**config.mk**
```make
export PLATFORM = sky130hd
export DESIGN_NAME = block_compare_top
export DESIGN_NICKNAME = d
export VERILOG_FILES = /design/src/common/block_cmp_pkg.sv /design/src/block_compare/block_compare_top.sv /design/src/block_compare/block_datapath.sv /design/src/block_compare/cp_block_decoder.sv /design/src/block_compare/xpt_sequencer.sv /design/src/logic/wb_read_master.sv
export SDC_FILE = /design/constraint.sdc
export NUM_CORES = 1
export LEC_CHECK = 0
export BUFFER_PORTS_ARGS = -buffer_cell sky130_fd_sc_hd__buf_4
export CORE_MARGIN = 1
export CORE_UTILIZATION = 30
export CTS_CLUSTER_SIZE = 20
export DETAILED_ROUTE_END_ITERATION = 7
export PLACE_DENSITY = 0.54
export SYNTH_ARGS = -nofsm -noshare
export SYNTH_HDL_FRONTEND = slang
export SYNTH_HIERARCHICAL = 1
export SYNTH_SLANG_ARGS = --single-unit
export TNS_END_PERCENT = 1
```
**constraint.sdc**
```tcl
create_clock -name clk -period 5.5 [get_ports clk]
set_clock_uncertainty 0.15 [all_clocks]
set_input_delay 1.1 -clock clk [delete_from_list [all_inputs] [get_ports clk]]
set_output_delay 1.1 -clock clk [all_outputs]
set_load 0.02 [all_outputs]
```
**src/common/block_cmp_pkg.sv**
```systemverilog
// ~~~~~~~~~~~~~~~~~~~~
// types and constants for the Z80 block compare group
// ~~~~~~~~~~~~~~~~~~~~
package block_cmp_pkg;

    // T-state number, same coding as the CPU XPT counter
    typedef enum logic [4:0] {
        XPT_IDLE = 5'd0,
        XPT_4    = 5'd4,
        XPT_5    = 5'd5,
        XPT_6    = 5'd6,
        XPT_7    = 5'd7,
        XPT_8    = 5'd8,
        XPT_9    = 5'd9
    } xpt_t;

    typedef struct packed {
        logic pc_r0;             // read cycle, address phase
        logic pc_r1;
        logic pc_r2;             // read cycle, data phase
        logic pi_select_ad_hl;
        logic pr_write_dt;
        logic pr_write_b;
        logic pr_write_c;
        logic pr_write_h;
        logic pr_write_l;
        logic pa_select_a_high;
        logic pa_select_dt_low;
        logic pa_select_bc_high;
        logic pa_select_hl_high;
        logic pa_select_0x1_low;
        logic pa_add;
        logic pa_sub;
        logic pf_write_z;
        logic pf_write_s;
        logic pf_write_h;
        logic pf_write_pv;
        logic pf_write_n;
    } cp_ctrl_t;

    typedef struct packed {
        logic [7:0]  a;
        logic [7:0]  f;
        logic [15:0] bc;
        logic [15:0] hl;
    } cpu_regs_t;

    // bit positions in F
    localparam int flag_idx_s  = 7;
    localparam int flag_idx_z  = 6;
    localparam int flag_idx_h  = 4;
    localparam int flag_idx_pv = 2;
    localparam int flag_idx_n  = 1;
    localparam int flag_idx_c  = 0;

    // second opcode byte fields, 101x_x001
    localparam int op_bit_dec = 3;  // CPD / CPDR
    localparam int op_bit_rep = 4;  // CPIR / CPDR

endpackage

```
**src/block_compare/block_compare_top.sv**
```systemverilog
// ~~~~~~~~~~~~~~~~~~~~
// block compare subsystem top
// ~~~~~~~~~~~~~~~~~~~~
`timescale 1ns/1ps

module block_compare_top (
    input  logic                     clk,
    input  logic                     rst_n,
    input  logic                     start,
    input  logic [7:0]               source,
    input  block_cmp_pkg::cpu_regs_t init_regs,
    input  logic                     wb_ack,
    input  logic [7:0]               wb_dat_r,
    output logic                     busy,
    output logic                     done,
    output block_cmp_pkg::cpu_regs_t result,
    output logic                     wb_cyc,
    output logic                     wb_stb,
    output logic                     wb_we,
    output logic                     wb_sel,
    output logic [15:0]              wb_adr
);
    import block_cmp_pkg::*;

    xpt_t       xpt;
    cp_ctrl_t   ctrl;
    cpu_regs_t  regs;
    logic [7:0] op_q;
    logic [7:0] rd_data;
    logic       rd_done;
    logic       cmp_zero;
    logic       bc_zero;

    xpt_sequencer i_xpt_sequencer (
        .clk      (clk),
        .rst_n    (rst_n),
        .start    (start),
        .source   (source),
        .rd_done  (rd_done),
        .cmp_zero (cmp_zero),
        .bc_zero  (bc_zero),
        .xpt      (xpt),
        .op_q     (op_q),
        .busy     (busy),
        .done     (done)
    );

    cp_block_decoder i_cp_block_decoder (
        .xpt    (xpt),
        .source (op_q),   // latched opcode
        .ctrl   (ctrl)
    );

    block_datapath i_block_datapath (
        .clk       (clk),
        .rst_n     (rst_n),
        .start     (start),
        .init_regs (init_regs),
        .ctrl      (ctrl),
        .rd_data   (rd_data),
        .regs      (regs),
        .cmp_zero  (cmp_zero),
        .bc_zero   (bc_zero)
    );

    wb_read_master i_wb_read_master (
        .clk      (clk),
        .rst_n    (rst_n),
        .ctrl     (ctrl),
        .addr     (regs.hl),
        .wb_ack   (wb_ack),
        .wb_dat_r (wb_dat_r),
        .wb_cyc   (wb_cyc),
        .wb_stb   (wb_stb),
        .wb_we    (wb_we),
        .wb_sel   (wb_sel),
        .wb_adr   (wb_adr),
        .rd_done  (rd_done),
        .rd_data  (rd_data)
    );

    assign result = regs;

endmodule

```
**src/block_compare/block_datapath.sv**
```systemverilog
// ~~~~~~~~~~~~~~~~~~~~
// register file, add/sub unit and flags
// ~~~~~~~~~~~~~~~~~~~~
`timescale 1ns/1ps

module block_datapath (
    input  logic                     clk,
    input  logic                     rst_n,
    input  logic                     start,
    input  block_cmp_pkg::cpu_regs_t init_regs,
    input  block_cmp_pkg::cp_ctrl_t  ctrl,
    input  logic [7:0]               rd_data,
    output block_cmp_pkg::cpu_regs_t regs,
    output logic                     cmp_zero,
    output logic                     bc_zero
);
    import block_cmp_pkg::*;

    cpu_regs_t   r;
    logic [7:0]  dt;
    logic [15:0] opnd_x;
    logic [15:0] opnd_y;
    logic [15:0] alu_out;
    logic        idle;
    logic        half_borrow;

    // no strobe active means between instructions
    assign idle = (ctrl == '0);

    always_comb begin
        if (ctrl.pa_select_a_high) begin
            opnd_x = {8'h00, r.a};
        end else if (ctrl.pa_select_bc_high) begin
            opnd_x = r.bc;
        end else if (ctrl.pa_select_hl_high) begin
            opnd_x = r.hl;
        end else begin
            opnd_x = 16'h0000;
        end
    end

    always_comb begin
        if (ctrl.pa_select_dt_low) begin
            opnd_y = {8'h00, dt};
        end else if (ctrl.pa_select_0x1_low) begin
            opnd_y = 16'h0001;
        end else begin
            opnd_y = 16'h0000;
        end
    end

    always_comb begin
        if (ctrl.pa_sub) begin
            alu_out = opnd_x - opnd_y;
        end else if (ctrl.pa_add) begin
            alu_out = opnd_x + opnd_y;
        end else begin
            alu_out = opnd_x;
        end
    end

    // borrow into bit 4 of A - Dt
    assign half_borrow = opnd_x[4] ^ opnd_y[4] ^ alu_out[4];

    always_ff @(posedge clk) begin
        if (!rst_n) begin
            r <= '0;
        end else if (start && idle) begin
            r <= init_regs;
        end else begin
            if (ctrl.pr_write_b) begin
                r.bc[15:8] <= alu_out[15:8];
            end
            if (ctrl.pr_write_c) begin
                r.bc[7:0] <= alu_out[7:0];
            end
            if (ctrl.pr_write_h) begin
                r.hl[15:8] <= alu_out[15:8];
            end
            if (ctrl.pr_write_l) begin
                r.hl[7:0] <= alu_out[7:0];
            end
            if (ctrl.pf_write_s) begin
                r.f[flag_idx_s] <= alu_out[7];
            end
            if (ctrl.pf_write_z) begin
                r.f[flag_idx_z] <= (alu_out[7:0] == 8'h00);
            end
            if (ctrl.pf_write_h) begin
                r.f[flag_idx_h] <= half_borrow;
            end
            if (ctrl.pf_write_pv) begin
                r.f[flag_idx_pv] <= (alu_out != 16'h0000);  // new BC
            end
            if (ctrl.pf_write_n) begin
                r.f[flag_idx_n] <= 1'b1;
            end
        end
    end

    always_ff @(posedge clk) begin
        if (ctrl.pr_write_dt && ctrl.pc_r2) begin
            dt <= rd_data;
        end
    end

    assign regs     = r;
    assign cmp_zero = r.f[flag_idx_z];
    assign bc_zero  = (r.bc == 16'h0000);

endmodule

```
**src/block_compare/cp_block_decoder.sv**
```systemverilog
// ~~~~~~~~~~~~~~~~~~~~
// control strobe decoder, CPI/CPIR/CPD/CPDR
// ~~~~~~~~~~~~~~~~~~~~
`timescale 1ns/1ps

module cp_block_decoder (
    input  block_cmp_pkg::xpt_t     xpt,
    input  logic [7:0]              source,
    output block_cmp_pkg::cp_ctrl_t ctrl
);
    import block_cmp_pkg::*;

    logic [4:0] t;
    logic       t01xx;
    logic       t10xx;
    logic       t100x;
    logic [9:4] dec;
    logic       t4_6;

    assign t = xpt;

    // upper bits first, then the low pair
    assign t01xx = ~t[4] & (t[3:2] == 2'b01);
    assign t10xx = ~t[4] & (t[3:2] == 2'b10);

    assign dec[4] = t01xx & (t[1:0] == 2'b00);
    assign dec[5] = t01xx & (t[1:0] == 2'b01);
    assign dec[6] = t01xx & (t[1:0] == 2'b10);
    assign dec[7] = t01xx & (t[1:0] == 2'b11);

    assign t100x  = t10xx & ~t[1];  // 8 or 9
    assign dec[8] = t100x & ~t[0];
    assign dec[9] = t100x & t[0];

    assign t4_6 = t01xx & ~dec[7];

    // 4..6 memory read at HL
    assign ctrl.pc_r0           = dec[4];
    assign ctrl.pc_r1           = dec[5];
    assign ctrl.pc_r2           = dec[6];
    assign ctrl.pi_select_ad_hl = t4_6;
    assign ctrl.pr_write_dt     = dec[6];

    // 7 compare A with Dt
    assign ctrl.pa_select_a_high = dec[7];
    assign ctrl.pa_select_dt_low = dec[7];
    assign ctrl.pf_write_z       = dec[7];
    assign ctrl.pf_write_s       = dec[7];
    assign ctrl.pf_write_h       = dec[7];

    // 8 BC - 1
    assign ctrl.pa_select_bc_high = dec[8];
    assign ctrl.pr_write_b        = dec[8];
    assign ctrl.pr_write_c        = dec[8];
    assign ctrl.pf_write_pv       = dec[8];

    assign ctrl.pa_select_0x1_low = t100x;

    // 9 HL +/- 1, direction from opcode bit 3
    assign ctrl.pa_select_hl_high = dec[9];
    assign ctrl.pr_write_h        = dec[9];
    assign ctrl.pr_write_l        = dec[9];
    assign ctrl.pf_write_n        = dec[9];

    assign ctrl.pa_add = dec[9] & ~source[op_bit_dec];
    assign ctrl.pa_sub = (dec[9] & source[op_bit_dec]) | dec[7] | dec[8];

endmodule

```
**src/block_compare/xpt_sequencer.sv**
```systemverilog
// ~~~~~~~~~~~~~~~~~~~~
// T-state sequencer for CPI/CPD/CPIR/CPDR
// ~~~~~~~~~~~~~~~~~~~~
`timescale 1ns/1ps

module xpt_sequencer (
    input  logic               clk,
    input  logic               rst_n,
    input  logic               start,
    input  logic [7:0]         source,
    input  logic               rd_done,
    input  logic               cmp_zero,
    input  logic               bc_zero,
    output block_cmp_pkg::xpt_t xpt,
    output logic [7:0]         op_q,
    output logic               busy,
    output logic               done
);
    import block_cmp_pkg::*;

    xpt_t xpt_q;
    logic repeat_go;

    // repeat while BC left and no match yet
    assign repeat_go = op_q[op_bit_rep] && !bc_zero && !cmp_zero;

    always_ff @(posedge clk) begin
        if (!rst_n) begin
            xpt_q <= XPT_IDLE;
            done  <= 1'b0;
        end else begin
            done <= 1'b0;
            case (xpt_q)
                XPT_IDLE: begin
                    if (start) begin
                        xpt_q <= XPT_4;
                    end
                end
                XPT_4: begin
                    if (rd_done) begin   // stretched by the bus
                        xpt_q <= XPT_5;
                    end
                end
                XPT_5: xpt_q <= XPT_6;
                XPT_6: xpt_q <= XPT_7;
                XPT_7: xpt_q <= XPT_8;
                XPT_8: xpt_q <= XPT_9;
                XPT_9: begin
                    if (repeat_go) begin
                        xpt_q <= XPT_4;
                    end else begin
                        xpt_q <= XPT_IDLE;
                        done  <= 1'b1;
                    end
                end
                default: xpt_q <= XPT_IDLE;
            endcase
        end
    end

    // opcode held for the whole instruction
    always_ff @(posedge clk) begin
        if (start && xpt_q == XPT_IDLE) begin
            op_q <= source;
        end
    end

    assign xpt  = xpt_q;
    assign busy = (xpt_q != XPT_IDLE);

endmodule

```
**src/logic/wb_read_master.sv**
```systemverilog
// ~~~~~~~~~~~~~~~~~~~~
// Wishbone classic single-read master
// ~~~~~~~~~~~~~~~~~~~~
`timescale 1ns/1ps

module wb_read_master (
    input  logic                    clk,
    input  logic                    rst_n,
    input  block_cmp_pkg::cp_ctrl_t ctrl,
    input  logic [15:0]             addr,
    input  logic                    wb_ack,
    input  logic [7:0]              wb_dat_r,
    output logic                    wb_cyc,
    output logic                    wb_stb,
    output logic                    wb_we,
    output logic                    wb_sel,
    output logic [15:0]             wb_adr,
    output logic                    rd_done,
    output logic [7:0]              rd_data
);
    import block_cmp_pkg::*;

    logic       ack_q;
    logic [7:0] data_q;

    // cycle open from first T4 until the ack is seen
    assign wb_cyc = ctrl.pc_r0 & ~ack_q;
    assign wb_stb = wb_cyc;
    assign wb_we  = 1'b0;
    assign wb_sel = wb_cyc;
    assign wb_adr = ctrl.pi_select_ad_hl ? addr : 16'h0000;

    always_ff @(posedge clk) begin
        if (!rst_n) begin
            ack_q <= 1'b0;
        end else begin
            ack_q <= wb_cyc & wb_ack;
        end
    end

    always_ff @(posedge clk) begin
        if (wb_cyc && wb_ack) begin
            data_q <= wb_dat_r;
        end
    end

    assign rd_done = ack_q;
    assign rd_data = data_q;

endmodule

```
==> run_results.csv, run 1 <==
group,metric,value,unit
routing,vias,4943,
worst_hold_path,whs_path_depth,0,
global_routing,grt_use_met3,0.04437,
routing,drt-wirelength-per-cell,18.03,um
clock_network,cts_setup_buffers,0,
synthesis,synth_area,5020,um2
routing,drt-total-wl,16830,um
clock_network,cts.path.max_buffers,2,
routing,postRouteAntennaNets,0,
sta,finalWorstSetupSlack,661.2,ps
clock_network,clock-sinks,72,
sta,min_period,4839,ps
sta,rsz0062_at_grt,"no",
global_routing,use_met1,0.2440,
critical_path,required,5540,ps
finish,nNetsFinal,797,
global_routing,grt_util_met2,0.3345,
place,post-place-ws,740.4,ps
synthesis,ys_warn_count,6,
sta,period_share,0.8798,
global_routing,grt_max_degree,59,
clock_network,cts_hold_buffers,0,
critical_path,slowest_delay,650,ps
sta,maxSlewHeadroom,0.5042,
global_routing,grt_pass1_wl,26850,um
routing,viasPerCell,5.298,
critical_path,path_buf_inv,3,
global_routing,grt_overflow,0,
power_and_ir_drop,power_density,241.9,nW/um2
routing,drc,0,
critical_path,crit_path_max_fanout,36,
critical_path,worst_path_max_delay_cell,"dfxtp_1",
floorplan,die_x,131.4,um
floorplan,rows,46,
clock_network,cts_inserted_buffers,9,
place,gp_congestion,0.8518,
critical_path,ff2ff_path_depth,17,
synthesis,synthCells,608,
finish,utilization,0.4022,
sta,fmax,206.7,MHz
floorplan,start_util,0.3115,
global_routing,antenna_found_initial,0,
power_and_ir_drop,ir_drop,159.9,uV
sta,setup_tns,0,ps
critical_path,crit_cells,17,
power_and_ir_drop,p_leak,2.766,nW
place,hpwl,12760,um
worst_hold_path,worstHoldPathType,"flip-flop to flip-flop",
finish,drive_above_1_share,0.2863,
critical_path,critPathKind,"flip-flop to flip-flop",
finish,syn_to_final_growth,29.11,%
place,dpl_cell_area,6112,um2
routing,dr.pass1.iters,5,
place,port_buffers,130,
critical_path,worst_ep_arrival_time,4880,ps
power_and_ir_drop,finalPower,1.568,mW
critical_path,worst_setup_path_end_kind,"flip-flop",
finish,final_area,6481,um2
synthesis,syn_nets,694,
routing,first_iter_violations,416,
clock_network,ctsResizeCount,0,
floorplan,die_h,131.4,um
critical_path,cp-start-kind,"flip-flop",
floorplan,core_area,16120,um2
critical_path,crit_family,"compound AO/OA/AOI/OAI gates",
floorplan,ios,138,
global_routing,grt_usage,0.1958,
run,max-cap-violations,0,
sta,hold_violations,0,
critical_path,path_cells,"nand2_1 -> nor3_2 -> buf_4 -> nand2_1 -> o21ai_1 -> inv_1 -> ha_1 -> fa_1 -> o21bai_1 -> a221oi_1 -> buf_4 -> o211a_1 -> o32ai_1 -> xor2_1 -> and4b_1 -> nor4b_2 -> a41oi_1",
global_routing,grt_pass1_vias,4856,
clock_network,clockRootBuffer,"clkbuf_16",
clock_network,insertion_delay,340,ps
outcome,status,"complete, no violations",
sta,setup_viol,0,
global_routing,gr-max-usage-layer,"met2",
clock_network,htreeDepth,3,
sta,tightest_slew,743.7,ps
sta,finalMaxSlewViolations,0,
floorplan,die_area,17250,um2
synthesis,syn_area_per_cell,8.256,um2
clock_network,cts_tree,"done",
clock_network,cts.clk_slew.worst_paths,60,ps
## power breakdown
| part | total (mW) | switching, mW | internal [mW] |
|---|---|---|---|
| clock | 0.710 | 0.226 | 0.484 |
| sequential | 0.612 | 0.0362 | 0.576 |
| combinational | 0.245 | 0.134 | 0.111 |
## flip-flops by register name (all words and copies together), names as in the netlist
signal                     flops
i_block_datapath/cmp_zero      1
i_block_datapath/dt            8
i_block_datapath/regs         47
i_wb_read_master/rd_data       8
i_wb_read_master/rd_done       1
i_xpt_sequencer/done           1
i_xpt_sequencer/op_q           2
i_xpt_sequencer/xpt            4
## metrics by stage
step                      hold WS [ps]  std cells
after detailed placement         254.5        916
final                            263.8        933
after floorplan                  250.3        608
after CTS                        263.7        932
after global routing             271.6        932
after global placement           257.4        916
## layer usage
layer	wire [um]	up-vias
li1	-	2380
met1	7475	2365
met2	8098	171
met3	920	27
met4	331	0
met5	0	-
## cell usage in the layout, fill, tap and decap left out, types with 4 or more instances in the layout
cell / instances
xnor2_1: 6
a21boi_0: 14
and2_1: 8
o21ai_0: 34
or3_1: 6
dfxtp_1: 54
nand2_1: 68
and2_2: 12
nand3b_1: 12
and3b_1: 5
nor4_1: 10
edfxtp_1: 18
inv_1: 21
ha_1: 16
nor2b_1: 12
nand3_1: 6
a211oi_1: 5
a21oi_1: 45
clkbuf_16: 10
o21bai_1: 23
nand4_1: 6
nor3b_1: 4
o221a_2: 7
buf_4: 145
xor2_1: 5
nand2b_1: 13
nor2_1: 39
nor3_1: 11
mux2i_1: 4
## worst paths after layout
path	startpoint	end	slack [ps]
worst max register to register	i_xpt_sequencer/xpt[0]	i_block_datapath/regs[34]	660
worst min-delay path	i_wb_read_master/rd_data[5]	i_block_datapath/dt[5]	260
worst max-delay path	i_xpt_sequencer/xpt[0]	i_block_datapath/regs[34]	660
worst min register to register	i_wb_read_master/rd_data[5]	i_block_datapath/dt[5]	260
## layout make-up
cell class	instances	area, um2
Clock buffer	12	267.8
Tap cell	216	270.3
Timing Repair Buffer	146	1109
Inverter	22	82.58
Clock inverter	4	98.84
Multi-Input combinational cell	460	3029
Sequential cell	72	1622
Fill cell	1672	9634
Antenna cell	1	2.502
Note: power is estimated with default switching activity, not from simulation.
==> run 2: changes to the inputs <==
--- a/config.mk
+++ b/config.mk
@@ -10,7 +10,7 @@
 export CORE_UTILIZATION = 30
 export CTS_CLUSTER_SIZE = 20
 export DETAILED_ROUTE_END_ITERATION = 7
-export PLACE_DENSITY = 0.54
+export PLACE_DENSITY_LB_ADDON = 0.1
 export SYNTH_ARGS = -nofsm -noshare
 export SYNTH_HDL_FRONTEND = slang
 export SYNTH_HIERARCHICAL = 1
==> run 2 against run 1 <==
- cell count grew 0.64%
- sequential share of layout area grew 0.19 points
- maximum frequency shrank 3.0%
- register-to-register slack lost 150 ps
- non-clock buffer count grew 7
- combinational power is essentially flat
- clock-buffer cell count shrank 2
- sequential cell count is the same
- critical path type unchanged
==> run_results.csv, run 2 (same netlist as run 1, synthesis figures left out) <==
group,metric,value,unit
outcome,status,"complete, no violations",
run,max-cap-violations,0,
floorplan,ios,138,
routing,first_iter_violations,344,
finish,final_area,6431,um2
global_routing,grt_pass1_wl,27450,um
sta,finalWorstSetupSlack,512.7,ps
finish,fill_cells,1708,
floorplan,die_area,17250,um2
routing,drc,0,
critical_path,cp-start-kind,"flip-flop",
finish,drive_above_1_share,0.2946,
power_and_ir_drop,p_leak,2.760,nW
power_and_ir_drop,ir_drop,166.1,uV
routing,drt-total-wl,17550,um
critical_path,ff2ff_path_depth,15,
critical_path,critPathKind,"flip-flop to flip-flop",
floorplan,core_area,16120,um2
sta,rsz0062_at_grt,"no",
power_and_ir_drop,pwr-share-comb,0.170,
power_and_ir_drop,p_int,1.007,mW
critical_path,worst_setup_path_end_kind,"flip-flop",
power_and_ir_drop,power_frac_seq,0.430,
worst_hold_path,whs_path_depth,0,
sta,min_period,4987,ps
power_and_ir_drop,swShare,0.2933,
power_and_ir_drop,clock_power_share,0.400,
finish,nNetsFinal,804,
clock_network,cts_setup_buffers,0,
worst_hold_path,hold_end,"i_block_datapath/dt[6]",
place,dpl_cell_area,6152,um2
clock_network,cts.clk_slew.worst_paths,60,ps
clock_network,ctsResizeCount,0,
critical_path,crit_path_max_fanout,38,
sta,setup_viol,0,
finish,antenna-diode-count,0,
routing,dr.pass1.iters,4,
sta,period_share,0.9068,
clock_network,cts_tree,"done",
clock_network,clockRootBuffer,"clkbuf_16",
clock_network,cts_hold_buffers,0,
finish,syn_to_final_growth,28.12,%
clock_network,cts.path.max_buffers,2,
finish,largest_reg_flops,47,
power_and_ir_drop,netSwitchingPower,0.4179,mW
critical_path,r2r-end,"i_block_datapath/regs[34]",
clock_network,insertion_delay,340,ps
worst_hold_path,hp-start,"i_wb_read_master/rd_data[6]",
critical_path,r2r-start,"i_xpt_sequencer/xpt[3]",
worst_hold_path,worstHoldPathType,"flip-flop to flip-flop",
global_routing,grt_max_degree,55,
critical_path,required,5550,ps
finish,final_common_cell,"buf_4",
place,gp_congestion,0.8642,
sta,maxSlewHeadroom,0.4641,
power_and_ir_drop,power_density,221.6,nW/um2
global_routing,grt_pass1_vias,4768,
floorplan,start_util,0.3115,
clock_network,cts_inserted_buffers,9,
global_routing,grt_overflow,0,
place,post-place-ws,523.5,ps
routing,viasPerCell,5.198,
global_routing,grt_usage,0.2053,
routing,vias,4881,
floorplan,die_h,131.4,um
sta,hold_violations,0,
sta,finalMaxSlewViolations,0,
routing,postRouteAntennaNets,0,
place,port_buffers,130,
clock_network,clock-sinks,72,
sta,tightest_slew,802.2,ps
global_routing,antenna_found_initial,0,
floorplan,die_x,131.4,um
routing,drt-wirelength-per-cell,18.69,um
critical_path,worst_ep_arrival_time,5040,ps
place,hpwl,13250,um
sta,setup_tns,0,ps
floorplan,rows,46,
finish,final_cell_mix,"153 x buf_4, 68 x nand2_1, 54 x dfxtp_1",
sta,fmax,200.5,MHz
critical_path,rrSetupSlack,510,ps
clock_network,htreeDepth,3,
run 2: cell count changes in the layout (fill, tap and decap cells not counted), moves of 2 or more:
cell	before	now
buf_4	145	153
bufinv_16	3	0
inv_6	0	2
inv_4	0	2
clkinv_2	0	2
run 2: final cells by class:
type	count	area (um2)	share of cell area
Clock buffer	10	239.0	0.03716
Clock inverter	6	40.04	0.006226
Inverter	22	82.58	0.01284
Multi-Input combinational cell	460	3029	0.4710
Sequential cell	72	1622	0.2521
Tap cell	216	270.3	0.04202
Timing Repair Buffer	153	1149	0.1786
run 2: worst max-delay path by stage:
stage | start | end | slack (ps) | depth (start not counted)
final | i_xpt_sequencer/xpt[3] | i_block_datapath/regs[34] | 510 | 15
after global routing | i_xpt_sequencer/xpt[3] | i_block_datapath/regs[34] | 110 | 15
after CTS | i_xpt_sequencer/xpt[3] | i_block_datapath/regs[34] | 480 | 15
after detailed placement | i_xpt_sequencer/xpt[3] | i_block_datapath/regs[34] | 520 | 15
after global placement | i_xpt_sequencer/xpt[3] | i_block_datapath/regs[34] | 600 | 15
after floorplan | i_xpt_sequencer/xpt[1] | i_block_datapath/regs[34] | 850 | 17
run 2: critical path, cell delays in order (launching register included):
cell	delay, ps
dfxtp_1	550
or4b_4	560
nor2_2	120
buf_4	410
nand2_1	160
o21ai_0	210
mux2_2	200
ha_1	270
nand2b_1	210
a211o_1	340
a221o_1	330
a21oi_1	170
a211oi_1	120
or4b_4	610
nor4b_2	300
a41oi_1	130
run 2: routing by layer:
layer  vias to the layer above  GRT usage  part of all wire
met3                        29    0.03781             0.053
met5                         -          0                 0
met1                      2305     0.2575              0.44
met4                         0    0.08333             0.029
met2                       152     0.3454              0.48
li1                       2395          -                 -
run 2: metrics by stage:
step                  util  power (mW)  instances  hold WS (ps)
finish              0.3991       1.425        939         264.1
global route        0.3991       1.492        939         273.2
CTS                 0.3991       1.442        939         268.8
detailed placement  0.3818      0.8688        923         255.4
global placement    0.3818      0.8659        923         250.4
floorplan                -      0.7425        608         250.3
run 2: power by group through the flow:
| stage | clock (mW) | sequential [mW] | combinational (mW) |
|---|---|---|---|
| 6_report | 0.570 | 0.613 | 0.243 |
| 4_1_cts | 0.585 | 0.612 | 0.245 |
| 2_1_floorplan | 0 | 0.645 | 0.0972 |
| 5_1_grt | 0.612 | 0.617 | 0.262 |
| 3_3_place_gp | 0 | 0.623 | 0.243 |
| 3_5_place_dp | 0 | 0.624 | 0.245 |
